<file path="config.mk">
export PLATFORM = sky130hd
export DESIGN_NAME = mmc5_chr_map_flat
export DESIGN_NICKNAME = d
export VERILOG_FILES = /design/src/mmc5_pkg.sv /design/src/mmc5_cfg_if.sv /design/src/mmc5_chr_map.sv /design/src/flat_wrapper.sv
export SDC_FILE = /design/constraint.sdc
export NUM_CORES = 1
export LEC_CHECK = 0
export BUFFER_PORTS_ARGS = -buffer_cell sky130_fd_sc_hd__buf_2
export CAP_MARGIN = 5
export CORE_MARGIN = 10
export CORE_UTILIZATION = 36
export DETAILED_ROUTE_END_ITERATION = 6
export PLACE_DENSITY = 0.92
export SLEW_MARGIN = 20
export SYNTH_ARGS = -nofsm -noshare
export SYNTH_HDL_FRONTEND = slang
export SYNTH_SLANG_ARGS = --single-unit
</file>
<file path="constraint.sdc">
create_clock -name vclk -period 2.68
set_clock_uncertainty 0.2 [all_clocks]
set_input_delay 0.536 -clock vclk [all_inputs]
set_output_delay 0.536 -clock vclk [all_outputs]
set_load 0.1 [all_outputs]
</file>
<file path="src/mmc5_pkg.sv">
// Shared MMC5 constants and the PRG selector type, referenced by scoped names from the RTL
`default_nettype none

package mmc5_pkg;

	// Upper address bits of the CPU-side windows
	localparam logic [5:0] reg_base_hi   = 6'b010100; // $5000-$53FF
	localparam logic [5:0] exram_base_hi = 6'b010111; // $5C00-$5FFF

	// Register offsets inside the $5000 window
	localparam logic [9:0] reg_prg_mode      = 10'h100;
	localparam logic [9:0] reg_chr_mode      = 10'h101;
	localparam logic [9:0] reg_protect_1     = 10'h102; // Key 2'b10 unlocks
	localparam logic [9:0] reg_protect_2     = 10'h103; // Key 2'b01 unlocks
	localparam logic [9:0] reg_exram_mode    = 10'h104;
	localparam logic [9:0] reg_mirroring     = 10'h105;
	localparam logic [9:0] reg_prg_ram_bank  = 10'h113;
	localparam logic [9:0] reg_prg_bank_0    = 10'h114;
	localparam logic [9:0] reg_prg_bank_1    = 10'h115;
	localparam logic [9:0] reg_prg_bank_2    = 10'h116;
	localparam logic [9:0] reg_prg_bank_3    = 10'h117;
	localparam logic [9:0] reg_chr_bank_base = 10'h120; // $5120-$512B, twelve banks
	localparam logic [9:0] reg_chr_upper     = 10'h130;
	localparam logic [9:0] reg_irq_scanline  = 10'h203;
	localparam logic [9:0] reg_irq_status    = 10'h204; // Enable on write, status on read
	localparam logic [9:0] reg_mult_1        = 10'h205;
	localparam logic [9:0] reg_mult_2        = 10'h206;

	localparam int prg_aw         = 22; // PRG address out
	localparam int chr_aw         = 22; // CHR address out
	localparam int chr_bank_w     = 10; // 2 upper bits plus written byte
	localparam int chr_bank_count = 12;
	localparam int prg_page_w     = 13; // 8 kB page offset

	localparam logic [5:0] prg_ram_page = 6'h3C; // Save RAM sits high in PRG space
	localparam logic [1:0] chr_space    = 2'b10;
	localparam int         irq_last_line = 240;  // Compare must stay below

	// One selector word, decoded by its top bit
	typedef union packed {
		struct packed {
			logic       is_rom;
			logic [6:0] bank;
		} rom;
		struct packed {
			logic       is_rom;
			logic [3:0] unused;
			logic [2:0] bank;   // 64 kB of RAM at most
		} ram;
	} prg_sel_u;

endpackage

`default_nettype wire

</file>
<file path="src/mmc5_cfg_if.sv">
// Configuration register bundle, written by the register file and read by the mapping blocks
`timescale 1ns/1ps
`default_nettype none

interface mmc5_cfg_if;

	logic [1:0] prg_mode;
	logic [1:0] chr_mode;
	logic       prg_protect_1;  // Key matched on $5102
	logic       prg_protect_2;  // Key matched on $5103
	logic [1:0] exram_mode;
	logic [7:0] mirroring;      // Two bits per nametable
	logic [2:0] prg_ram_bank;
	logic [7:0] prg_bank_0;     // Bit 7 selects ROM
	logic [7:0] prg_bank_1;
	logic [7:0] prg_bank_2;
	logic [6:0] prg_bank_3;     // Always ROM
	logic [mmc5_pkg::chr_bank_count-1:0][mmc5_pkg::chr_bank_w-1:0] chr_bank;
	logic       chr_last;       // Set written last, 1 for $5128-$512B
	logic [7:0] irq_scanline;
	logic       irq_enable;
	logic [7:0] mult_1;
	logic [7:0] mult_2;

	modport regs (
		output prg_mode, chr_mode, prg_protect_1, prg_protect_2, exram_mode, mirroring,
		output prg_ram_bank, prg_bank_0, prg_bank_1, prg_bank_2, prg_bank_3,
		output chr_bank, chr_last, irq_scanline, irq_enable, mult_1, mult_2
	);

	modport prg (
		input prg_mode, prg_protect_1, prg_protect_2, prg_ram_bank,
		input prg_bank_0, prg_bank_1, prg_bank_2, prg_bank_3
	);

	modport chr (input chr_mode, chr_bank, chr_last, mirroring);

	modport irq (input irq_scanline, irq_enable);

	modport cpu (input exram_mode, mult_1, mult_2);

endinterface

`default_nettype wire

</file>
<file path="src/mmc5_chr_map.sv">
// PPU address to CHR address translation, plus nametable mirroring outputs
`timescale 1ns/1ps
`default_nettype none

module mmc5_chr_map (
	input  logic [13:0]                 chr_ain,
	input  logic                        ppu_in_frame,
	input  logic                        ppu_sprite16,
	input  logic [8:0]                  ppu_cycle,
	mmc5_cfg_if.chr                     cfg,
	output logic [mmc5_pkg::chr_aw-1:0] chr_aout,
	output logic                        vram_a10,  // Internal VRAM A10
	output logic                        vram_ce    // Route to internal VRAM
);

	logic                            is_bg_fetch;
	logic                            chrset;    // 0 sprite set, 1 background set
	logic [3:0]                      idx;       // Bank register picked
	logic [mmc5_pkg::chr_bank_w-1:0] bank;
	logic [mmc5_pkg::chr_bank_w-1:0] chrsel;   // 1 kB page number
	logic [1:0]                      mirrbits;

	// Sprite pattern fetches happen in cycles 256-319
	assign is_bg_fetch = !((ppu_cycle >= 9'd256) && (ppu_cycle < 9'd320));
	// Split sets only matter with 8x16 sprites while rendering
	assign chrset = (ppu_sprite16 && ppu_in_frame) ? is_bg_fetch : cfg.chr_last;

	always_comb begin
		case (cfg.chr_mode)
			2'd0: idx = chrset ? 4'd11 : 4'd7;                        // 8 kB
			2'd1: idx = chrset ? 4'd11 : (chr_ain[12] ? 4'd7 : 4'd3); // 4 kB
			2'd2: begin                                               // 2 kB
				if (chrset)
					idx = chr_ain[11] ? 4'd11 : 4'd9;
				else
					idx = {1'b0, chr_ain[12:11], 1'b1};
			end
			default: begin                                            // 1 kB
				if (chrset)
					idx = {2'b10, chr_ain[11:10]};   // Background set repeats
				else
					idx = {1'b0, chr_ain[12:10]};
			end
		endcase
	end

	assign bank = cfg.chr_bank[idx];

	always_comb begin
		case (cfg.chr_mode)
			2'd0:    chrsel = {bank[6:0], chr_ain[12:10]};
			2'd1:    chrsel = {bank[7:0], chr_ain[11:10]};
			2'd2:    chrsel = {bank[8:0], chr_ain[10]};
			default: chrsel = bank;
		endcase
	end

	assign chr_aout = {mmc5_pkg::chr_space, chrsel, chr_ain[9:0]};

	// 00 NTA, 01 NTB, 1x not internal VRAM
	assign mirrbits = cfg.mirroring[{chr_ain[11:10], 1'b0} +: 2];
	assign vram_a10 = mirrbits[0];
	assign vram_ce  = chr_ain[13] && !mirrbits[1];

endmodule

`default_nettype wire

</file>
<file path="src/flat_wrapper.sv">
// flat-port wrapper written by rule: the top's interface ports become plain ports
module mmc5_chr_map_flat 
  (chr_ain, ppu_in_frame, ppu_sprite16, ppu_cycle, chr_aout, vram_a10, vram_ce, cfg_chr_mode, cfg_chr_bank, cfg_chr_last, cfg_mirroring);
  mmc5_cfg_if cfg_i ();
  input  logic [13:0] chr_ain;
  input  logic ppu_in_frame;
  input  logic ppu_sprite16;
  input  logic [8:0] ppu_cycle;
  output logic [mmc5_pkg::chr_aw-1:0] chr_aout;
  output logic vram_a10;
  output logic vram_ce;
  input wire logic [$bits(cfg_i.chr_mode)-1:0] cfg_chr_mode;
  input wire logic [$bits(cfg_i.chr_bank)-1:0] cfg_chr_bank;
  input wire logic [$bits(cfg_i.chr_last)-1:0] cfg_chr_last;
  input wire logic [$bits(cfg_i.mirroring)-1:0] cfg_mirroring;
  assign cfg_i.chr_mode = cfg_chr_mode;
  assign cfg_i.chr_bank = cfg_chr_bank;
  assign cfg_i.chr_last = cfg_chr_last;
  assign cfg_i.mirroring = cfg_mirroring;
  mmc5_chr_map u_core (.chr_ain(chr_ain), .ppu_in_frame(ppu_in_frame), .ppu_sprite16(ppu_sprite16), .ppu_cycle(ppu_cycle), .cfg(cfg_i), .chr_aout(chr_aout), .vram_a10(vram_a10), .vram_ce(vram_ce));
endmodule
</file>
==> impl_metrics.toml <==
[detailed_routing]
drc = 0
first_pass_iters = 5
finalWirelength_mm = 12.8
post_drt_wl_per_cell_um = 22.5
drtAntennaViolNets = 0
vias_per_cell = 6.43
vias = 3643
dr.first_iter.drc_count = 451

[place]
io_buffer_count = 152
place_inst = 554
gp_congestion = 1.01
dp_hpwl_mm = 9.49
post_dp_cell_area_um2 = 3560

[synthesis]
yosysUniqueCellTypes = 65
postSynthCellCount = 303
ys_seq_area_frac = 0
syn_nets = 459
ys_warn_count = 0
synthesis.area_um2 = 2050
syn_area_per_cell_um2 = 6.76

[timing]
finalCritPeriodShare = 1.24
setup_tns_ns = -5.05
worst_pin_slew_ns = 0.556
worst_slack_ns = -0.632
report.final.hold_viol_count = 0
relSlewSlack = 0.629
max_freq_mhz = 302
slew_violations = 0
rsz0062_at_grt = "true"
finalSetupViolCount = 10
fin_crit_ns = 3.31

[clock_network]
holdBufCountCts = 0

[floorplan]
die_h_um = 95.4
top_level_ports = 180
die_area_um2 = 9110
rows = 27
die_w_um = 95.4
initial_core_util = 0.372
coreArea_um2 = 5510

[outcome]
violations = "negative setup slack"
status = "finished, violations left"

[pwr]
seq_power_share = 0
pwr-share-comb = 1.000
p_per_area_nw_per_um2 = 252
ir_drop_v = 0.000172
p_int_mw = 0.448
pwr-share-clk = 0
p_leak_nw = 1.87
switching_power_mw = 0.549
swShare = 0.551

[final_layout]
nets = 652
utilization = 0.718
layout_common_cells = "136 x buf_2, 65 x buf_4, 28 x nand2_1, 19 x nor2_1, 18 x buf_12"
seqCellArea_um2 = 0
design_area_um2 = 3950
clockBufferCount = 0
seq_cells = 0
instances_no_fill = 567
layout-drive-gt1-share = 0.609
area_growth_pct = 92.9
final_common_cell = "buf_2"

[global_routing]
antenna_found_initial = 0
grt_first_pass_wirelength_mm = 18.8
grt_use_met2 = 0.428
grt_pass1_vias = 3865
grtUsageMet3 = 0.0644
grt_overflow = 0
grt_usage = 0.252
grt_max_degree = 18
busiest_layer = "met2"
grtUsageMet1 = 0.278

[critical_path]
path_class = "in -> out"
startpoint_type = "input port"
critPathRequiredTime_ns = 1.94
cp.arrival_ns = 2.58
endpoint_kind = "output pin"
cp_max_fo = 8

[min_path]
hold_path_startpoint = "chr_ain[1]"
min_to = "chr_aout[1]"
hold_path_class = "in -> out"
hold_path_depth = 0

[flow_run]
maxCapViolCount = 0
==> per-stage QoR <==
step / total power, mW / worst slack, ns / hold WS [ns]
floorplan: 0.593 / -0.727 / 1.08
global placement: 0.848 / -0.537 / 0.873
detailed placement: 0.870 / -0.631 / 0.873
CTS: 0.941 / -0.505 / 0.873
global route: 1.03 / -0.693 / 0.872
finish: 0.997 / -0.632 / 0.872
==> cell families (layout without fill, tap and decap cells) <==
kind of cell / count (synthesis) / after routing / synth area share
mux: 15 / 15 / 0.0996
buf+inv: 51 / 242 / 0.146
simple gates: 118 / 118 / 0.323
other cells: 2 / 3 / 0.00367
compound gates: 117 / 117 / 0.428
==> critical path, cell delays in order <==
cell	delay, ns
buf_8	0.11
and2b_1	0.22
buf_12	0.13
buf_6	0.10
o311ai_2	0.07
a222oi_1	0.48
nor4_1	0.12
a221o_1	0.36
a22oi_2	0.24
buf_12	0.21
==> layout make-up <==
| type | instances | area, um2 |
|---|---|---|
| Timing Repair Buffer | 235 | 1720 |
| Fill cell | 382 | 1560 |
| Tap cell | 72 | 90.1 |
| Multi-Input combinational cell | 252 | 2110 |
| Inverter | 7 | 26.3 |
| Antenna cell | 1 | 2.50 |
==> layer usage <==
metal / up-vias / wire, um
li1: 1556 / -
met1: 1658 / 4500
met2: 346 / 6060
met3: 83 / 1510
met4: 0 / 700
met5: - / 0
==> repair_timing <==
| action | in CTS | in global routing |
|---|---|---|
| gates resized for setup | 59 | 14 |
| setup buffers | 12 | 3 |
| setup endpoints to repair | 10 | 10 |
| pin swaps | 24 | 12 |
==> synth_stat cells (2+ instances only) <==
cell type / n / area share
a211o_1: 4 / 0.017
a211oi_1: 19 / 0.070
a21o_1: 3 / 0.011
a21oi_1: 11 / 0.027
a221o_1: 2 / 0.0098
a221oi_1: 2 / 0.0086
a22oi_1: 3 / 0.011
a311oi_1: 2 / 0.0086
a31o_2: 2 / 0.0086
a31oi_1: 5 / 0.015
and2_1: 4 / 0.012
and3_1: 10 / 0.031
and3b_1: 10 / 0.043
buf_2: 14 / 0.034
buf_4: 18 / 0.066
buf_6: 3 / 0.016
clkbuf_1: 9 / 0.016
conb_1: 2 / 0.0037
inv_1: 7 / 0.013
mux2_2: 3 / 0.016
mux2i_1: 8 / 0.039
mux4_2: 4 / 0.044
nand2_1: 28 / 0.051
nand2b_1: 3 / 0.0092
nand3_1: 5 / 0.012
nand3b_1: 9 / 0.033
nor2_1: 19 / 0.035
nor2b_1: 9 / 0.027
nor3_1: 8 / 0.020
nor3b_1: 2 / 0.0073
nor4_1: 2 / 0.0061
o211ai_1: 4 / 0.015
o21a_1: 3 / 0.011
o21ai_0: 15 / 0.037
o21ai_1: 2 / 0.0049
o221a_2: 3 / 0.016
o22ai_1: 7 / 0.021
o2bb2ai_1: 2 / 0.0086
o311ai_0: 4 / 0.017
o31ai_1: 5 / 0.018
o41ai_1: 2 / 0.0086
or3_1: 3 / 0.0092
==> worst max path at each step <==
stage | startpoint | cells after the start | slack (ns) | end
3_5_place_dp | chr_ain[10] | 10 | -0.63 | chr_aout[17]
4_1_cts | chr_ain[10] | 10 | -0.51 | chr_aout[14]
5_1_grt | chr_ain[10] | 10 | -0.69 | chr_aout[14]
6_report | chr_ain[10] | 10 | -0.63 | chr_aout[14]
3_3_place_gp | chr_ain[10] | 10 | -0.54 | chr_aout[14]
2_1_floorplan | chr_ain[10] | 8 | -0.73 | chr_aout[16]
==> power groups by stage <==
stage          combinational, mW    clock (mW)  sequential (mW)
2_1_floorplan              0.593             0                0
3_3_place_gp               0.848             0                0
3_5_place_dp               0.870             0                0
4_1_cts                    0.941             0                0
5_1_grt                     1.03             0                0
6_report                   0.997  0.0000000500                0
(Power assumes the default switching activity.)
