### config.mk
export PLATFORM = sky130hd
export DESIGN_NAME = mmc5_prg_map_flat
export DESIGN_NICKNAME = d
export VERILOG_FILES = /design/src/mmc5_pkg.sv /design/src/mmc5_cfg_if.sv /design/src/mmc5_prg_map.sv /design/src/flat_wrapper.sv
export SDC_FILE = /design/constraint.sdc
export NUM_CORES = 1
export LEC_CHECK = 0
export BUFFER_PORTS_ARGS = -buffer_cell sky130_fd_sc_hd__buf_2
export CAP_MARGIN = 10
export CORE_MARGIN = 2
export CORE_UTILIZATION = 39
export DETAILED_ROUTE_END_ITERATION = 16
export PLACE_DENSITY = 0.89
export SLEW_MARGIN = 15
export SYNTH_ARGS = -nofsm -noshare
export SYNTH_HDL_FRONTEND = slang
export SYNTH_SLANG_ARGS = --single-unit
export TNS_END_PERCENT = 10
### constraint.sdc
create_clock -name vclk -period 2.3
set_input_delay 0.345 -clock vclk [all_inputs]
set_output_delay 0.345 -clock vclk [all_outputs]
set_load 0.01 [all_outputs]
### src/mmc5_pkg.sv
// Shared MMC5 constants and the PRG selector type, referenced by scoped names from the RTL
`default_nettype none

package mmc5_pkg;

	// Upper address bits of the CPU-side windows
	localparam logic [5:0] reg_base_hi   = 6'b010100; // $5000-$53FF
	localparam logic [5:0] exram_base_hi = 6'b010111; // $5C00-$5FFF

	// Register offsets inside the $5000 window
	localparam logic [9:0] reg_prg_mode      = 10'h100;
	localparam logic [9:0] reg_chr_mode      = 10'h101;
	localparam logic [9:0] reg_protect_1     = 10'h102; // Key 2'b10 unlocks
	localparam logic [9:0] reg_protect_2     = 10'h103; // Key 2'b01 unlocks
	localparam logic [9:0] reg_exram_mode    = 10'h104;
	localparam logic [9:0] reg_mirroring     = 10'h105;
	localparam logic [9:0] reg_prg_ram_bank  = 10'h113;
	localparam logic [9:0] reg_prg_bank_0    = 10'h114;
	localparam logic [9:0] reg_prg_bank_1    = 10'h115;
	localparam logic [9:0] reg_prg_bank_2    = 10'h116;
	localparam logic [9:0] reg_prg_bank_3    = 10'h117;
	localparam logic [9:0] reg_chr_bank_base = 10'h120; // $5120-$512B, twelve banks
	localparam logic [9:0] reg_chr_upper     = 10'h130;
	localparam logic [9:0] reg_irq_scanline  = 10'h203;
	localparam logic [9:0] reg_irq_status    = 10'h204; // Enable on write, status on read
	localparam logic [9:0] reg_mult_1        = 10'h205;
	localparam logic [9:0] reg_mult_2        = 10'h206;

	localparam int prg_aw         = 22; // PRG address out
	localparam int chr_aw         = 22; // CHR address out
	localparam int chr_bank_w     = 10; // 2 upper bits plus written byte
	localparam int chr_bank_count = 12;
	localparam int prg_page_w     = 13; // 8 kB page offset

	localparam logic [5:0] prg_ram_page = 6'h3C; // Save RAM sits high in PRG space
	localparam logic [1:0] chr_space    = 2'b10;
	localparam int         irq_last_line = 240;  // Compare must stay below

	// One selector word, decoded by its top bit
	typedef union packed {
		struct packed {
			logic       is_rom;
			logic [6:0] bank;
		} rom;
		struct packed {
			logic       is_rom;
			logic [3:0] unused;
			logic [2:0] bank;   // 64 kB of RAM at most
		} ram;
	} prg_sel_u;

endpackage

`default_nettype wire

### src/mmc5_cfg_if.sv
// Configuration register bundle, written by the register file and read by the mapping blocks
`timescale 1ns/1ps
`default_nettype none

interface mmc5_cfg_if;

	logic [1:0] prg_mode;
	logic [1:0] chr_mode;
	logic       prg_protect_1;  // Key matched on $5102
	logic       prg_protect_2;  // Key matched on $5103
	logic [1:0] exram_mode;
	logic [7:0] mirroring;      // Two bits per nametable
	logic [2:0] prg_ram_bank;
	logic [7:0] prg_bank_0;     // Bit 7 selects ROM
	logic [7:0] prg_bank_1;
	logic [7:0] prg_bank_2;
	logic [6:0] prg_bank_3;     // Always ROM
	logic [mmc5_pkg::chr_bank_count-1:0][mmc5_pkg::chr_bank_w-1:0] chr_bank;
	logic       chr_last;       // Set written last, 1 for $5128-$512B
	logic [7:0] irq_scanline;
	logic       irq_enable;
	logic [7:0] mult_1;
	logic [7:0] mult_2;

	modport regs (
		output prg_mode, chr_mode, prg_protect_1, prg_protect_2, exram_mode, mirroring,
		output prg_ram_bank, prg_bank_0, prg_bank_1, prg_bank_2, prg_bank_3,
		output chr_bank, chr_last, irq_scanline, irq_enable, mult_1, mult_2
	);

	modport prg (
		input prg_mode, prg_protect_1, prg_protect_2, prg_ram_bank,
		input prg_bank_0, prg_bank_1, prg_bank_2, prg_bank_3
	);

	modport chr (input chr_mode, chr_bank, chr_last, mirroring);

	modport irq (input irq_scanline, irq_enable);

	modport cpu (input exram_mode, mult_1, mult_2);

endinterface

`default_nettype wire

### src/mmc5_prg_map.sv
// CPU address to PRG ROM/RAM address translation and access permission
`timescale 1ns/1ps
`default_nettype none

module mmc5_prg_map (
	input  logic [15:0]                  prg_ain,
	input  logic                         prg_write,
	mmc5_cfg_if.prg                      cfg,
	output logic [mmc5_pkg::prg_aw-1:0]  prg_aout,
	output logic                         prg_allow  // Access may proceed
);

	mmc5_pkg::prg_sel_u sel;
	logic [mmc5_pkg::prg_page_w-1:0] page;
	logic ram_we;

	assign page = prg_ain[mmc5_pkg::prg_page_w-1:0];

	always_comb begin
		// $6000-$7FFF and anything unmapped below it
		sel.ram.is_rom = 1'b0;
		sel.ram.unused = '0;
		sel.ram.bank   = cfg.prg_ram_bank;
		if (prg_ain[15]) begin
			case (cfg.prg_mode)
				2'd0: sel = {1'b1, cfg.prg_bank_3[6:2], prg_ain[14:13]};  // 32 kB
				2'd1: begin
					if (!prg_ain[14])
						sel = {cfg.prg_bank_1[7:1], prg_ain[13]};         // 16 kB, may be RAM
					else
						sel = {1'b1, cfg.prg_bank_3[6:1], prg_ain[13]};   // 16 kB fixed ROM
				end
				2'd2: begin
					case (prg_ain[14:13])
						2'b00, 2'b01: sel = {cfg.prg_bank_1[7:1], prg_ain[13]};
						2'b10:        sel = cfg.prg_bank_2;              // 8 kB
						default:      sel = {1'b1, cfg.prg_bank_3};
					endcase
				end
				default: begin
					case (prg_ain[14:13])
						2'b00:   sel = cfg.prg_bank_0;
						2'b01:   sel = cfg.prg_bank_1;
						2'b10:   sel = cfg.prg_bank_2;
						default: sel = {1'b1, cfg.prg_bank_3};
					endcase
				end
			endcase
		end
	end

	// Read back through the view that the top bit picks
	assign prg_aout = sel.rom.is_rom ? {2'b00, sel.rom.bank, page}
		: {mmc5_pkg::prg_ram_page, sel.ram.bank, page};

	assign ram_we    = cfg.prg_protect_1 && cfg.prg_protect_2; // Both keys written
	assign prg_allow = (prg_ain >= 16'h6000) && (!prg_write || (!sel.ram.is_rom && ram_we));

endmodule

`default_nettype wire

### src/flat_wrapper.sv
// flat-port wrapper written by rule: the top's interface ports become plain ports
module mmc5_prg_map_flat 
  (prg_ain, prg_write, prg_aout, prg_allow, cfg_prg_mode, cfg_prg_protect_1, cfg_prg_protect_2, cfg_prg_ram_bank, cfg_prg_bank_0, cfg_prg_bank_1, cfg_prg_bank_2, cfg_prg_bank_3);
  mmc5_cfg_if cfg_i ();
  input  logic [15:0] prg_ain;
  input  logic prg_write;
  output logic [mmc5_pkg::prg_aw-1:0] prg_aout;
  output logic prg_allow;
  input wire logic [$bits(cfg_i.prg_mode)-1:0] cfg_prg_mode;
  input wire logic [$bits(cfg_i.prg_protect_1)-1:0] cfg_prg_protect_1;
  input wire logic [$bits(cfg_i.prg_protect_2)-1:0] cfg_prg_protect_2;
  input wire logic [$bits(cfg_i.prg_ram_bank)-1:0] cfg_prg_ram_bank;
  input wire logic [$bits(cfg_i.prg_bank_0)-1:0] cfg_prg_bank_0;
  input wire logic [$bits(cfg_i.prg_bank_1)-1:0] cfg_prg_bank_1;
  input wire logic [$bits(cfg_i.prg_bank_2)-1:0] cfg_prg_bank_2;
  input wire logic [$bits(cfg_i.prg_bank_3)-1:0] cfg_prg_bank_3;
  assign cfg_i.prg_mode = cfg_prg_mode;
  assign cfg_i.prg_protect_1 = cfg_prg_protect_1;
  assign cfg_i.prg_protect_2 = cfg_prg_protect_2;
  assign cfg_i.prg_ram_bank = cfg_prg_ram_bank;
  assign cfg_i.prg_bank_0 = cfg_prg_bank_0;
  assign cfg_i.prg_bank_1 = cfg_prg_bank_1;
  assign cfg_i.prg_bank_2 = cfg_prg_bank_2;
  assign cfg_i.prg_bank_3 = cfg_prg_bank_3;
  mmc5_prg_map u_core (.prg_ain(prg_ain), .prg_write(prg_write), .cfg(cfg_i), .prg_aout(prg_aout), .prg_allow(prg_allow));
endmodule
==> results of run 1 <==
power groups by stage:
stage | clock network (uW) | registers [uW] | logic [uW]
2_1_floorplan | 0 | 0 | 120
3_3_place_gp | 0 | 0 | 158
3_5_place_dp | 0 | 0 | 162
4_1_cts | 0 | 0 | 163
5_1_grt | 0 | 0 | 179
6_report | 0 | 0 | 163
cells in the mapped netlist (3+ instances only):
cell / n / share of area [%]
a21oi_1: 5 / 3.7
buf_4: 14 / 15
nor2_1: 8 / 4.4
a22o_1: 3 / 3.8
a221oi_1: 4 / 5.1
mux2i_1: 5 / 7.3
nor2b_1: 4 / 3.7
clkbuf_1: 6 / 3.3
nand2b_1: 4 / 3.7
o21ai_0: 8 / 5.9
nand2_1: 6 / 3.3
cell families (layout without fill, tap and decap cells):
group	after synthesis	in the layout	synth area share, %
AO/OA/AOI/OAI	35	35	37.9
AND/OR/NAND/NOR	35	35	29.3
buffers and inverters	24	57	22.2
multiplexers	7	7	10.6
through the flow:
step	hold WS (ns)	util [%]	setup slack [ns]	cell area (um^2)	power, uW
4_1_cts	0.690	49.9	0.169	843	163
5_1_grt	0.690	49.9	0.102	843	179
3_5_place_dp	0.690	49.9	0.176	843	162
3_3_place_gp	0.690	49.9	0.240	843	158
2_1_floorplan	0.766	-	0.414	683	120
6_report	0.690	49.9	0.180	843	163
how the worst max path moves through the flow:
stage,end,slack (ns),cells after the start
after floorplan,prg_aout[16],0.41,5
after global placement,prg_aout[16],0.24,6
after detailed placement,prg_aout[16],0.18,6
after CTS,prg_aout[16],0.17,6
after global routing,prg_aout[16],0.10,6
final,prg_aout[16],0.18,6
critical path, stage by stage:
cell	delay [ns]
buf_2	0.18
nand2b_1	0.20
a22o_1	0.24
a211o_4	0.37
nor4_2	0.27
buf_2	0.17
layout make-up:
class / instances / area [um^2]
fill: 176 / 846
inverter: 2 / 7.51
multi-input combinational: 77 / 532
tap: 17 / 21.3
timing repair buffer: 55 / 283
metal layers:
layer  up-vias  GRT usage (%)
met4         0           4.00
met1       396           24.4
met3         4           1.19
met2        43           37.5
met5         -              0
li1        429              -
==> flow_metrics.tcl, run 1 <==
set metrics [dict create \
    status "finished clean" \
    ant_nets 0 \
    post_cts_resized 0 \
    syn_to_final_growth_pct 23.4 \
    tightest_slew_ns 0.425 \
    syn_avg_cell_area_um2 6.76 \
    synth-seq-area-share_pct 0 \
    portBuffers 52 \
    required_ns 1.96 \
    die_area_um2 2100 \
    max_slew_margin_pct 71.6 \
    hold_end "prg_aout[11]" \
    drive_gt1_share_pct 46.3 \
    p_int_uw 81.7 \
    dp_cells 151 \
    worstSetupPathType "primary input to output pin" \
    core_um2 1690 \
    synth_cells 101 \
    die_w_um 45.9 \
    die_y_um 45.9 \
    vdd_drop_max_v 0.0000908 \
    power_density_nw_per_um2 194 \
    drc 0 \
    power.switching_uw 81.8 \
    drt-total-wl_mm 2.10 \
    wl_per_cell_um 13.9 \
    first_iter_violations 12 \
    power_frac_seq_pct 0 \
    via_count 872 \
    hold_violations 0 \
    fin_crit_ns 2.12 \
    firstDrtPassIters 5 \
    dp_hpwl_mm 1.74 \
    min_path_type "primary input to output pin" \
    drv_slew 0 \
    antenna_found_initial 0 \
    crit_start "prg_ain[13]" \
    ys_types 34 \
    yosys_warnings 0 \
    syn_area_um2 683 \
    topRoutingLayerUsed "met4" \
    grt_usage_pct 20.0 \
    grt_pass1_wl_mm 3.29 \
    fp-row-count 15 \
    viasPerCell 5.77 \
    fin_setup_tns_ns 0 \
    ios 78 \
    wl_met3_um 143 \
    maxCapViolCount 0 \
    setup_viol 0 \
    seq_area_um2 0 \
    antenna_cells 0 \
    cts_hold_buf 0 \
    final_common_cell "buf_2" \
    clkPwrFrac_pct 0 \
    grt_pass1_vias 815 \
    final_cell_mix "52 x buf_2, 8 x nor2_1, 8 x o21ai_0, 6 x nand2_1" \
    hp-start "prg_ain[11]" \
    finalNonFillerCells 151 \
    postCtsSetupBuffers 0 \
    rsz0062_at_grt "no" \
    arrival_ns 1.78 \
    initial_core_util_pct 40.4 \
    wl_met2_mm 1.06 \
    swShare_pct 50.1 \
    whs_path_depth 0 \
    fin_crit_sh_pct 92.2 \
    startpoint_type "primary input" \
    nClkBuffers 0 \
    nFlopsAndLatches 0 \
    cp_max_fo 14 \
    drt-met1-wl_um 872 \
    syn_nets 156 \
    pwr-share-comb_pct 100.0 \
    end_kind "output pin" \
    fmax_mhz 472 \
    grt_max_degree 15 \
    power.leakage_uw 0.000423 \
    overflow 0 \
    gp_congestion 0.857 \
    fin_nets 191 \
]
No activity file was read; power rests on OpenSTA's default activity.
==> inputs of run 2 (changes only) <==
--- a/config.mk
+++ b/config.mk
@@ -5,7 +5,7 @@
 export SDC_FILE = /design/constraint.sdc
 export NUM_CORES = 1
 export LEC_CHECK = 0
-export BUFFER_PORTS_ARGS = -buffer_cell sky130_fd_sc_hd__buf_2
+export BUFFER_PORTS_ARGS = -buffer_cell sky130_fd_sc_hd__clkbuf_2
 export CAP_MARGIN = 10
 export CORE_MARGIN = 2
 export CORE_UTILIZATION = 39
==> flow_metrics.tcl, run 2 (synthesis gave the netlist of run 1 again) <==
set metrics [dict create \
    status "finished clean" \
    wl_per_cell_um 13.6 \
    die_y_um 45.9 \
    post-place-ws_ns 0.197 \
    first_iter_violations 11 \
    maxCapViolCount 0 \
    postPlaceCellArea_um2 858 \
    initial_core_util_pct 40.4 \
    ios 78 \
    nClkBuffers 0 \
    cp_max_fo 10 \
    crit_chain "clkbuf_2 -> buf_4 -> or3b_1 -> o21ai_1 -> a211o_4 -> nor4_2 -> clkbuf_2" \
    power.leakage_uw 0.000445 \
    startpoint_type "primary input" \
    p_int_uw 83.7 \
    cts_hold_buf 0 \
    antenna_found_initial 0 \
    setup_ws_ns 0.200 \
    power_frac_seq_pct 0 \
    ant_nets 0 \
    fin_total_pwr_uw 168 \
    nFlopsAndLatches 0 \
    critPathTopFamily "buffers and inverters" \
    drv_slew 0 \
    overflow 0 \
    fin_crit_ns 2.10 \
    nFillCells 178 \
    fmax_mhz 476 \
    fp-row-count 15 \
    drt-total-wl_mm 2.09 \
    dp_hpwl_mm 1.77 \
    required_ns 1.96 \
    die_area_um2 2100 \
    core_um2 1690 \
    die_w_um 45.9 \
    viasPerCell 5.94 \
    via_count 909 \
    postCtsSetupBuffers 0 \
    pwr-share-comb_pct 100.0 \
    worstSetupPathType "primary input to output pin" \
    final_cell_mix "52 x clkbuf_2, 8 x nor2_1, 8 x o21ai_0, 6 x nand2_1" \
    end_kind "output pin" \
    tightest_slew_ns 0.254 \
    vdd_drop_max_v 0.000118 \
    seq_area_um2 0 \
    worst-path-buf-inv 3 \
    grt_max_degree 15 \
    arrival_ns 1.76 \
    post_cts_resized 0 \
    finalInstanceArea_um2 858 \
    portBuffers 52 \
    firstDrtPassIters 4 \
    fin_nets 193 \
    min_path_type "primary input to output pin" \
    power_density_nw_per_um2 195 \
    max_slew_margin_pct 83.0 \
    syn_to_final_growth_pct 25.6 \
    fin_util_pct 50.8 \
    swShare_pct 50.0 \
    rsz0062_at_grt "no" \
    grt_pass1_vias 832 \
    cp_slowest_stage_delay_ns 0.31 \
    grt_usage_pct 20.1 \
    hold_violations 0 \
    crit_path_top_delay_cell "a211o_4" \
    fin_setup_tns_ns 0 \
    clkPwrFrac_pct 0 \
    fin_crit_sh_pct 91.3 \
    gp_congestion 0.921 \
    power.switching_uw 83.8 \
    setup_viol 0 \
    grt_pass1_wl_mm 3.26 \
    drc 0 \
    antenna_cells 0 \
    final_common_cell "clkbuf_2" \
    worst_path_most_repeated_cell "clkbuf_2" \
    drive_gt1_share_pct 47.1 \
]
## run 2: changes by cell type in the layout (fill, tap and decap cells not counted)
cell | previous run | this run
buf_4 | 3 | 5
clkbuf_2 | 0 | 52
buf_2 | 52 | 0
## run 2: worst paths after layout
kind,from,end,slack (ns),depth (start not counted)
max,cfg_prg_mode[0],prg_aout[16],0.20,7
min,prg_ain[11],prg_aout[11],0.69,0
## run 2: area by class of cell
class,instances,area (um^2),area share [%]
Inverter,2,7.51,0.875
Timing Repair Buffer,57,298,34.7
Multi-Input combinational cell,77,532,62.0
Tap cell,17,21.3,2.48
## run 2: per-stage QoR
step	instances	hold WS (ns)
after floorplan	101	0.766
after global placement	153	0.690
after detailed placement	153	0.690
after CTS	153	0.690
after global routing	153	0.690
final	153	0.690
## run 2: power by group through the flow
stage                     logic [uW]  registers (uW)  clock network, uW
final                            168               0                  0
after global routing             184               0                  0
after CTS                        167               0                  0
after detailed placement         166               0                  0
after global placement           161               0                  0
after floorplan                  120               0                  0
## run 2: routing by layer
metal | part of all wire, % | global-route usage, % | up-vias
li1 | - | - | 437
met1 | 40 | 23.0 | 420
met2 | 51 | 38.1 | 44
met3 | 6.6 | 0.794 | 8
met4 | 2.6 | 8.00 | 0
met5 | 0 | 0 | -
