<file path="config.mk">
export PLATFORM = sky130hd
export DESIGN_NAME = mmc5_regs_flat
export DESIGN_NICKNAME = d
export VERILOG_FILES = /design/src/mmc5_pkg.sv /design/src/mmc5_cfg_if.sv /design/src/mmc5_regs.sv /design/src/flat_wrapper.sv
export SDC_FILE = /design/constraint.sdc
export NUM_CORES = 1
export LEC_CHECK = 0
export ABC_CLOCK_PERIOD_IN_PS = 2500
export BUFFER_PORTS_ARGS = -buffer_cell sky130_fd_sc_hd__buf_2
export CAP_MARGIN = 10
export CELL_PAD_IN_SITES_DETAIL_PLACEMENT = 0
export CELL_PAD_IN_SITES_GLOBAL_PLACEMENT = 1
export CORE_UTILIZATION = 30
export CTS_CLUSTER_DIAMETER = 60
export DETAILED_ROUTE_END_ITERATION = 10
export PLACE_DENSITY_LB_ADDON = 0.1
export SLEW_MARGIN = 20
export SYNTH_ARGS = -nofsm -noshare
export SYNTH_HDL_FRONTEND = slang
export SYNTH_SLANG_ARGS = --single-unit
</file>
<file path="constraint.sdc">
create_clock -name clk -period 2.5 [get_ports clk]
set_clock_uncertainty 0.05 [all_clocks]
set_input_delay 0 -clock clk [delete_from_list [all_inputs] [get_ports clk]]
set_output_delay 0 -clock clk [all_outputs]
set_load 0.05 [all_outputs]
</file>
<file path="src/mmc5_pkg.sv">
// Shared MMC5 constants and the PRG selector type, referenced by scoped names from the RTL
`default_nettype none

package mmc5_pkg;

	// Upper address bits of the CPU-side windows
	localparam logic [5:0] reg_base_hi   = 6'b010100; // $5000-$53FF
	localparam logic [5:0] exram_base_hi = 6'b010111; // $5C00-$5FFF

	// Register offsets inside the $5000 window
	localparam logic [9:0] reg_prg_mode      = 10'h100;
	localparam logic [9:0] reg_chr_mode      = 10'h101;
	localparam logic [9:0] reg_protect_1     = 10'h102; // Key 2'b10 unlocks
	localparam logic [9:0] reg_protect_2     = 10'h103; // Key 2'b01 unlocks
	localparam logic [9:0] reg_exram_mode    = 10'h104;
	localparam logic [9:0] reg_mirroring     = 10'h105;
	localparam logic [9:0] reg_prg_ram_bank  = 10'h113;
	localparam logic [9:0] reg_prg_bank_0    = 10'h114;
	localparam logic [9:0] reg_prg_bank_1    = 10'h115;
	localparam logic [9:0] reg_prg_bank_2    = 10'h116;
	localparam logic [9:0] reg_prg_bank_3    = 10'h117;
	localparam logic [9:0] reg_chr_bank_base = 10'h120; // $5120-$512B, twelve banks
	localparam logic [9:0] reg_chr_upper     = 10'h130;
	localparam logic [9:0] reg_irq_scanline  = 10'h203;
	localparam logic [9:0] reg_irq_status    = 10'h204; // Enable on write, status on read
	localparam logic [9:0] reg_mult_1        = 10'h205;
	localparam logic [9:0] reg_mult_2        = 10'h206;

	localparam int prg_aw         = 22; // PRG address out
	localparam int chr_aw         = 22; // CHR address out
	localparam int chr_bank_w     = 10; // 2 upper bits plus written byte
	localparam int chr_bank_count = 12;
	localparam int prg_page_w     = 13; // 8 kB page offset

	localparam logic [5:0] prg_ram_page = 6'h3C; // Save RAM sits high in PRG space
	localparam logic [1:0] chr_space    = 2'b10;
	localparam int         irq_last_line = 240;  // Compare must stay below

	// One selector word, decoded by its top bit
	typedef union packed {
		struct packed {
			logic       is_rom;
			logic [6:0] bank;
		} rom;
		struct packed {
			logic       is_rom;
			logic [3:0] unused;
			logic [2:0] bank;   // 64 kB of RAM at most
		} ram;
	} prg_sel_u;

endpackage

`default_nettype wire

</file>
<file path="src/mmc5_cfg_if.sv">
// Configuration register bundle, written by the register file and read by the mapping blocks
`timescale 1ns/1ps
`default_nettype none

interface mmc5_cfg_if;

	logic [1:0] prg_mode;
	logic [1:0] chr_mode;
	logic       prg_protect_1;  // Key matched on $5102
	logic       prg_protect_2;  // Key matched on $5103
	logic [1:0] exram_mode;
	logic [7:0] mirroring;      // Two bits per nametable
	logic [2:0] prg_ram_bank;
	logic [7:0] prg_bank_0;     // Bit 7 selects ROM
	logic [7:0] prg_bank_1;
	logic [7:0] prg_bank_2;
	logic [6:0] prg_bank_3;     // Always ROM
	logic [mmc5_pkg::chr_bank_count-1:0][mmc5_pkg::chr_bank_w-1:0] chr_bank;
	logic       chr_last;       // Set written last, 1 for $5128-$512B
	logic [7:0] irq_scanline;
	logic       irq_enable;
	logic [7:0] mult_1;
	logic [7:0] mult_2;

	modport regs (
		output prg_mode, chr_mode, prg_protect_1, prg_protect_2, exram_mode, mirroring,
		output prg_ram_bank, prg_bank_0, prg_bank_1, prg_bank_2, prg_bank_3,
		output chr_bank, chr_last, irq_scanline, irq_enable, mult_1, mult_2
	);

	modport prg (
		input prg_mode, prg_protect_1, prg_protect_2, prg_ram_bank,
		input prg_bank_0, prg_bank_1, prg_bank_2, prg_bank_3
	);

	modport chr (input chr_mode, chr_bank, chr_last, mirroring);

	modport irq (input irq_scanline, irq_enable);

	modport cpu (input exram_mode, mult_1, mult_2);

endinterface

`default_nettype wire

</file>
<file path="src/mmc5_regs.sv">
// Register file for CPU writes to $5100-$5206, drives the configuration bundle
`timescale 1ns/1ps
`default_nettype none

module mmc5_regs (
	input  logic        clk,
	input  logic        rst_n,
	input  logic        ce,           // CPU cycle strobe
	input  logic        prg_write,
	input  logic [15:0] prg_ain,
	input  logic [7:0]  prg_din,
	input  logic        ppu_sprite16, // 8x16 sprites on
	mmc5_cfg_if.regs    cfg
);

	logic [9:0] off;
	logic       wr;
	logic [3:0] chr_idx;
	logic       chr_hit;
	logic [1:0] chr_upper;    // $5130, prepended to CHR bank writes
	logic       old_sprite16;

	assign off     = prg_ain[9:0];
	assign wr      = ce && prg_write && (prg_ain[15:10] == mmc5_pkg::reg_base_hi);
	assign chr_idx = off[3:0];
	// $5120-$512B only
	assign chr_hit = (off[9:4] == mmc5_pkg::reg_chr_bank_base[9:4]) &&
		(chr_idx < mmc5_pkg::chr_bank_count);

	always_ff @(posedge clk) begin
		if (!rst_n) begin
			cfg.prg_mode      <= 2'd3;  // 8 kB banks, last bank fixed
			cfg.chr_mode      <= '0;
			cfg.prg_protect_1 <= 1'b0;
			cfg.prg_protect_2 <= 1'b0;
			cfg.exram_mode    <= '0;
			cfg.mirroring     <= '0;
			cfg.prg_ram_bank  <= '0;
			cfg.prg_bank_0    <= '0;
			cfg.prg_bank_1    <= '0;
			cfg.prg_bank_2    <= '0;
			cfg.prg_bank_3    <= 7'h7F; // Reset vector lands in the last bank
			cfg.chr_bank      <= '0;
			cfg.chr_last      <= 1'b0;
			cfg.irq_scanline  <= '0;
			cfg.irq_enable    <= 1'b0;
			cfg.mult_1        <= '0;
			cfg.mult_2        <= '0;
			chr_upper         <= '0;
			old_sprite16      <= 1'b0;
		end else if (ce) begin
			if (wr) begin
				case (off)
					mmc5_pkg::reg_prg_mode:     cfg.prg_mode <= prg_din[1:0];
					mmc5_pkg::reg_chr_mode:     cfg.chr_mode <= prg_din[1:0];
					mmc5_pkg::reg_protect_1:    cfg.prg_protect_1 <= (prg_din[1:0] == 2'b10);
					mmc5_pkg::reg_protect_2:    cfg.prg_protect_2 <= (prg_din[1:0] == 2'b01);
					mmc5_pkg::reg_exram_mode:   cfg.exram_mode <= prg_din[1:0];
					mmc5_pkg::reg_mirroring:    cfg.mirroring <= prg_din;
					mmc5_pkg::reg_prg_ram_bank: cfg.prg_ram_bank <= prg_din[2:0];
					mmc5_pkg::reg_prg_bank_0:   cfg.prg_bank_0 <= prg_din;
					mmc5_pkg::reg_prg_bank_1:   cfg.prg_bank_1 <= prg_din;
					mmc5_pkg::reg_prg_bank_2:   cfg.prg_bank_2 <= prg_din;
					mmc5_pkg::reg_prg_bank_3:   cfg.prg_bank_3 <= prg_din[6:0];
					mmc5_pkg::reg_chr_upper:    chr_upper <= prg_din[1:0];
					mmc5_pkg::reg_irq_scanline: cfg.irq_scanline <= prg_din;
					mmc5_pkg::reg_irq_status:   cfg.irq_enable <= prg_din[7];
					mmc5_pkg::reg_mult_1:       cfg.mult_1 <= prg_din;
					mmc5_pkg::reg_mult_2:       cfg.mult_2 <= prg_din;
					default: begin
						if (chr_hit)
							cfg.chr_bank[chr_idx] <= {chr_upper, prg_din};
					end
				endcase

				// Sprite set with 8x16 on, otherwise back to set 0
				if (chr_hit)
					cfg.chr_last <= off[3] & ppu_sprite16;
			end

			// Switching to 8x8 sprites returns to the sprite set, overrides the write above
			old_sprite16 <= ppu_sprite16;
			if (old_sprite16 && !ppu_sprite16)
				cfg.chr_last <= 1'b0;
		end
	end

endmodule

`default_nettype wire

</file>
<file path="src/flat_wrapper.sv">
// flat-port wrapper written by rule: the top's interface ports become plain ports
module mmc5_regs_flat 
  (clk, rst_n, ce, prg_write, prg_ain, prg_din, ppu_sprite16, cfg_prg_mode, cfg_chr_mode, cfg_prg_protect_1, cfg_prg_protect_2, cfg_exram_mode, cfg_mirroring, cfg_prg_ram_bank, cfg_prg_bank_0, cfg_prg_bank_1, cfg_prg_bank_2, cfg_prg_bank_3, cfg_chr_bank, cfg_chr_last, cfg_irq_scanline, cfg_irq_enable, cfg_mult_1, cfg_mult_2);
  mmc5_cfg_if cfg_i ();
  input  logic clk;
  input  logic rst_n;
  input  logic ce;
  input  logic prg_write;
  input  logic [15:0] prg_ain;
  input  logic [7:0] prg_din;
  input  logic ppu_sprite16;
  output wire logic [$bits(cfg_i.prg_mode)-1:0] cfg_prg_mode;
  output wire logic [$bits(cfg_i.chr_mode)-1:0] cfg_chr_mode;
  output wire logic [$bits(cfg_i.prg_protect_1)-1:0] cfg_prg_protect_1;
  output wire logic [$bits(cfg_i.prg_protect_2)-1:0] cfg_prg_protect_2;
  output wire logic [$bits(cfg_i.exram_mode)-1:0] cfg_exram_mode;
  output wire logic [$bits(cfg_i.mirroring)-1:0] cfg_mirroring;
  output wire logic [$bits(cfg_i.prg_ram_bank)-1:0] cfg_prg_ram_bank;
  output wire logic [$bits(cfg_i.prg_bank_0)-1:0] cfg_prg_bank_0;
  output wire logic [$bits(cfg_i.prg_bank_1)-1:0] cfg_prg_bank_1;
  output wire logic [$bits(cfg_i.prg_bank_2)-1:0] cfg_prg_bank_2;
  output wire logic [$bits(cfg_i.prg_bank_3)-1:0] cfg_prg_bank_3;
  output wire logic [$bits(cfg_i.chr_bank)-1:0] cfg_chr_bank;
  output wire logic [$bits(cfg_i.chr_last)-1:0] cfg_chr_last;
  output wire logic [$bits(cfg_i.irq_scanline)-1:0] cfg_irq_scanline;
  output wire logic [$bits(cfg_i.irq_enable)-1:0] cfg_irq_enable;
  output wire logic [$bits(cfg_i.mult_1)-1:0] cfg_mult_1;
  output wire logic [$bits(cfg_i.mult_2)-1:0] cfg_mult_2;
  assign cfg_prg_mode = cfg_i.prg_mode;
  assign cfg_chr_mode = cfg_i.chr_mode;
  assign cfg_prg_protect_1 = cfg_i.prg_protect_1;
  assign cfg_prg_protect_2 = cfg_i.prg_protect_2;
  assign cfg_exram_mode = cfg_i.exram_mode;
  assign cfg_mirroring = cfg_i.mirroring;
  assign cfg_prg_ram_bank = cfg_i.prg_ram_bank;
  assign cfg_prg_bank_0 = cfg_i.prg_bank_0;
  assign cfg_prg_bank_1 = cfg_i.prg_bank_1;
  assign cfg_prg_bank_2 = cfg_i.prg_bank_2;
  assign cfg_prg_bank_3 = cfg_i.prg_bank_3;
  assign cfg_chr_bank = cfg_i.chr_bank;
  assign cfg_chr_last = cfg_i.chr_last;
  assign cfg_irq_scanline = cfg_i.irq_scanline;
  assign cfg_irq_enable = cfg_i.irq_enable;
  assign cfg_mult_1 = cfg_i.mult_1;
  assign cfg_mult_2 = cfg_i.mult_2;
  mmc5_regs u_core (.clk(clk), .rst_n(rst_n), .ce(ce), .prg_write(prg_write), .prg_ain(prg_ain), .prg_din(prg_din), .ppu_sprite16(ppu_sprite16), .cfg(cfg_i));
endmodule
</file>
==> run summary <==
The cell at the root of the clock tree is clkbuf_16. The worst slew margin relative to its limit came out at 56.8%. The arrival time of data at the critical path endpoint came out at 2.26 ns. The area after detailed placement came out at 0.00896 mm^2. The share of synthesized area in the top cell type comes to between 50% and 60%. The average wire per standard cell came out at 18.3 um. The initial antenna violation count is 0. The unique cell type count in the Yosys netlist is 32. The critical hold path startpoint is prg_ain[4].

The most frequent cell after synthesis is nand2_1. By area the synthesized netlist is led by dfxtp_1, mux2i_1, nand2_1. The number of global-route vias before repair is about 5.7k. The final instance area came out at 0.00971 mm^2. The worst setup path is captured at a register. After technology mapping, the gate count stands at 730.

The top achievable clock speed came out at 497 MHz. The number of nets in the layout is 985. The number of nets in the synthesized netlist is 759. The sequential area share after synthesis is a little over half. The core box area is approximately 0.024 mm^2.

The simple-gate share of the synthesized area came out at roughly 15%. The area fraction in compound gates after synthesis came out at roughly 2.3%. The effective utilization at floorplan is 30.6%.

Ranked by instance count, the synthesized netlist is headed by nand2_1, dfxtp_1, mux2i_1. Setup repair after global routing left no endpoint under its margin. The die covers 0.0253 mm^2. The first global-routing pass estimated between 30000 and 40000 um of wire.

The worst hold path was traced through 4 stages. The main combinational cell family by area after synthesis is multiplexers. The final route contains 5837 vias.

After layout, the worst path uses 80.5% of the clock period. The startpoint identified for the worst register-to-register timing path is u_core.old_sprite16. The die outline height came out at 159 um. TritonCTS built the clock tree.

Across the run, the number of max-cap violations was 0. The total iterations of the first detailed-routing run came out at 4. For this block, the routed nets add up to 23700 um of wire. The register-to-register path setup slack is 1.18 ns. The number of sinks on the clock net came out at 199. The total number of H-tree levels came out at 4. The required time reported for the critical path endpoint is 2.74 ns. The width of the die is 159 um. The synthesized netlist devotes 0% of its cell area to adder and majority cells. The Yosys warning count is 0.

The routability congestion estimate is 0.754. The path with the worst hold slack has its endpoint at u_core.chr_upper[0]. The critical path start-end classification is in2reg.

The kind of start point of the critical path is an input pin. The area added between synthesis and finish is 31.0%. The pin count of the biggest net entering global routing is around 130.

The clock transition at the registers of the reported paths came out at 0.08 ns. The total DRC errors in the routed layout is 0. The run finished with clean final reports. The ratio of total power to cell area came out at 643 mW/mm^2.

Once detailed placement completed, the half-perimeter wirelength came to 15900 um. The cell area that synthesis handed to floorplanning was 0.00741 mm^2. The final count of hold timing violations came out at 0.

The largest total area in the synthesized netlist belongs to dfxtp_1. The via count normalized by instance count is between 4 and 5. In this run, synthesis inferred 0 flip-flops with an integrated enable. The worst register-to-register path ends at u_core.cfg.chr_last. In this run the deepest clock path goes through 2 buffers. Setup violations remaining at the end of the flow were counted as 0. The number of top-level pins came out at 225. Clock tree synthesis inserted a total of 17 buffers. The remaining antenna violation count after routing came out at 0. At the pin with the least slew margin, the transition time is 0.647 ns.

The worst-skew pair later-pin latency came out at 0.42 ns. Synthesis inferred 199 register bits. The leakage power figure is approximately 0.0041 uW. In the global route stage, overall resource usage came out at 18.6%. The most frequently used flop master after synthesis is dfxtp_1. The average instance in the mapped netlist occupies between 10 and 15 um^2. The worst register-to-register path has a depth of 4. The post-route netlist has around 31% of its cells at a drive strength greater than 1. Of the total synthesized cell area, the portion taken by XOR and XNOR cells is 0%. The aggregate global routing overflow is 0.

The number of max-slew violations in the final report is 0. In this run the worst setup path begins at prg_ain[3]. The setup TNS came out at 0 ns.

The row count came out at 57. The worst supply voltage drop on vdd came out at 0.374 mV. Of all nets on the critical path, the largest fanout is 10.

The worst hold path belongs to the class in2reg. The number of inserted diodes is 0. The first-iteration detailed-routing DRC count is roughly 290. The multiplexer share of the synthesized area is between 20% and 30%. The clock period minus worst slack is ~2 ns. The proportion of synthesized flip-flops having asynchronous set or reset came out at 0%.

The number of port buffers came out at 224.
power breakdown:
part	switching (uW)	internal, uW
registers	0.383	3170
clock network	1400	1450
logic	169	61.9
total	1570	4680
per-stage QoR:
stage               instances  utilization, %  setup WS (ns)  total power [uW]  hold slack [ns]
finish                   1293            40.1          0.489              6240           0.0356
global route             1293            40.1          0.406              6490           0.0261
CTS                      1293            40.1          0.515              6340          0.00145
detailed placement       1247            37.0          0.435              3460            0.247
global placement         1247            37.0          0.456              3460            0.240
floorplan                 730               -           1.07              3350           0.0972
per-layer routing:
layer  GRT usage, %  up-vias  part of all wire (%)
met4           3.67        0                  0.63
li1               -     2899                     -
met1           24.1     2790                    47
met5              0        -                     0
met2           30.7      139                    47
met3           5.34        9                   5.4
cell type report:
cell class	count	area, um^2
Clock inverter	14	179
Tap cell	324	405
Sequential cell	199	3980
Fill cell	2481	14500
Inverter	8	30.0
Multi-Input combinational cell	467	3220
Timing Repair Buffer	263	1470
Clock buffer	18	429
flip-flops by register name, summed over array words and instances (netlist names):
register and cells:
u_core.chr_upper 2, u_core.cfg.prg_protect_1 1, u_core.cfg.irq_enable 1, u_core.cfg.prg_bank_3 7, u_core.cfg.chr_bank 120, u_core.cfg.prg_bank_1 8, u_core.cfg.irq_scanline 8, u_core.cfg.mult_2 8
u_core.cfg.chr_last 1, u_core.cfg.exram_mode 2, u_core.cfg.prg_mode 2, u_core.cfg.chr_mode 2, u_core.cfg.mult_1 8, u_core.cfg.prg_protect_2 1, u_core.old_sprite16 1, u_core.cfg.prg_bank_2 8
u_core.cfg.mirroring 8, u_core.cfg.prg_bank_0 8, u_core.cfg.prg_ram_bank 3
what timing repair did:
action,in CTS,in global routing
hold buffers,14,0
buffers inserted,0,0
endpoints found under the hold margin,32,0
resized for setup,0,0
cell families after synthesis:
family	after synthesis
mux	186
flops	199
compound gates	26
buf+inv	64
simple gates	255
critical path, stage by stage:
cell and delay (ns):
dlygate4sd3_1 0.53, buf_2 0.15, nor4bb_1 0.30, nand4_1 0.37, or3_1 0.69, mux2i_1 0.20
worst max-delay path by stage:
stage	endpoint	slack (ns)	cells after the start
after floorplan	u_core.cfg.chr_bank[88]	1.07	5
after global placement	u_core.cfg.chr_bank[88]	0.46	5
after detailed placement	u_core.cfg.chr_bank[88]	0.43	5
after CTS	u_core.cfg.chr_bank[88]	0.52	6
after global routing	u_core.cfg.chr_bank[88]	0.41	6
final	u_core.cfg.chr_bank[88]	0.49	6
placed cells by master, fill, tap and decap left out, types with 3 or more instances in the layout:
cell type        n
a21oi_1          3
buf_2          223
buf_4           24
clkbuf_16       17
clkinv_8         4
dfxtp_1        199
dlygate4sd3_1   14
inv_1            8
inv_6            6
mux2i_1        186
nand2_1        205
nand3_1          5
nand4_1          4
nor2_1           5
nor2_2           4
nor2b_1          6
nor3_2           8
o21ai_0         11
o311ai_0         9
or3_1            3
Power figures use the tool's default switching activity.
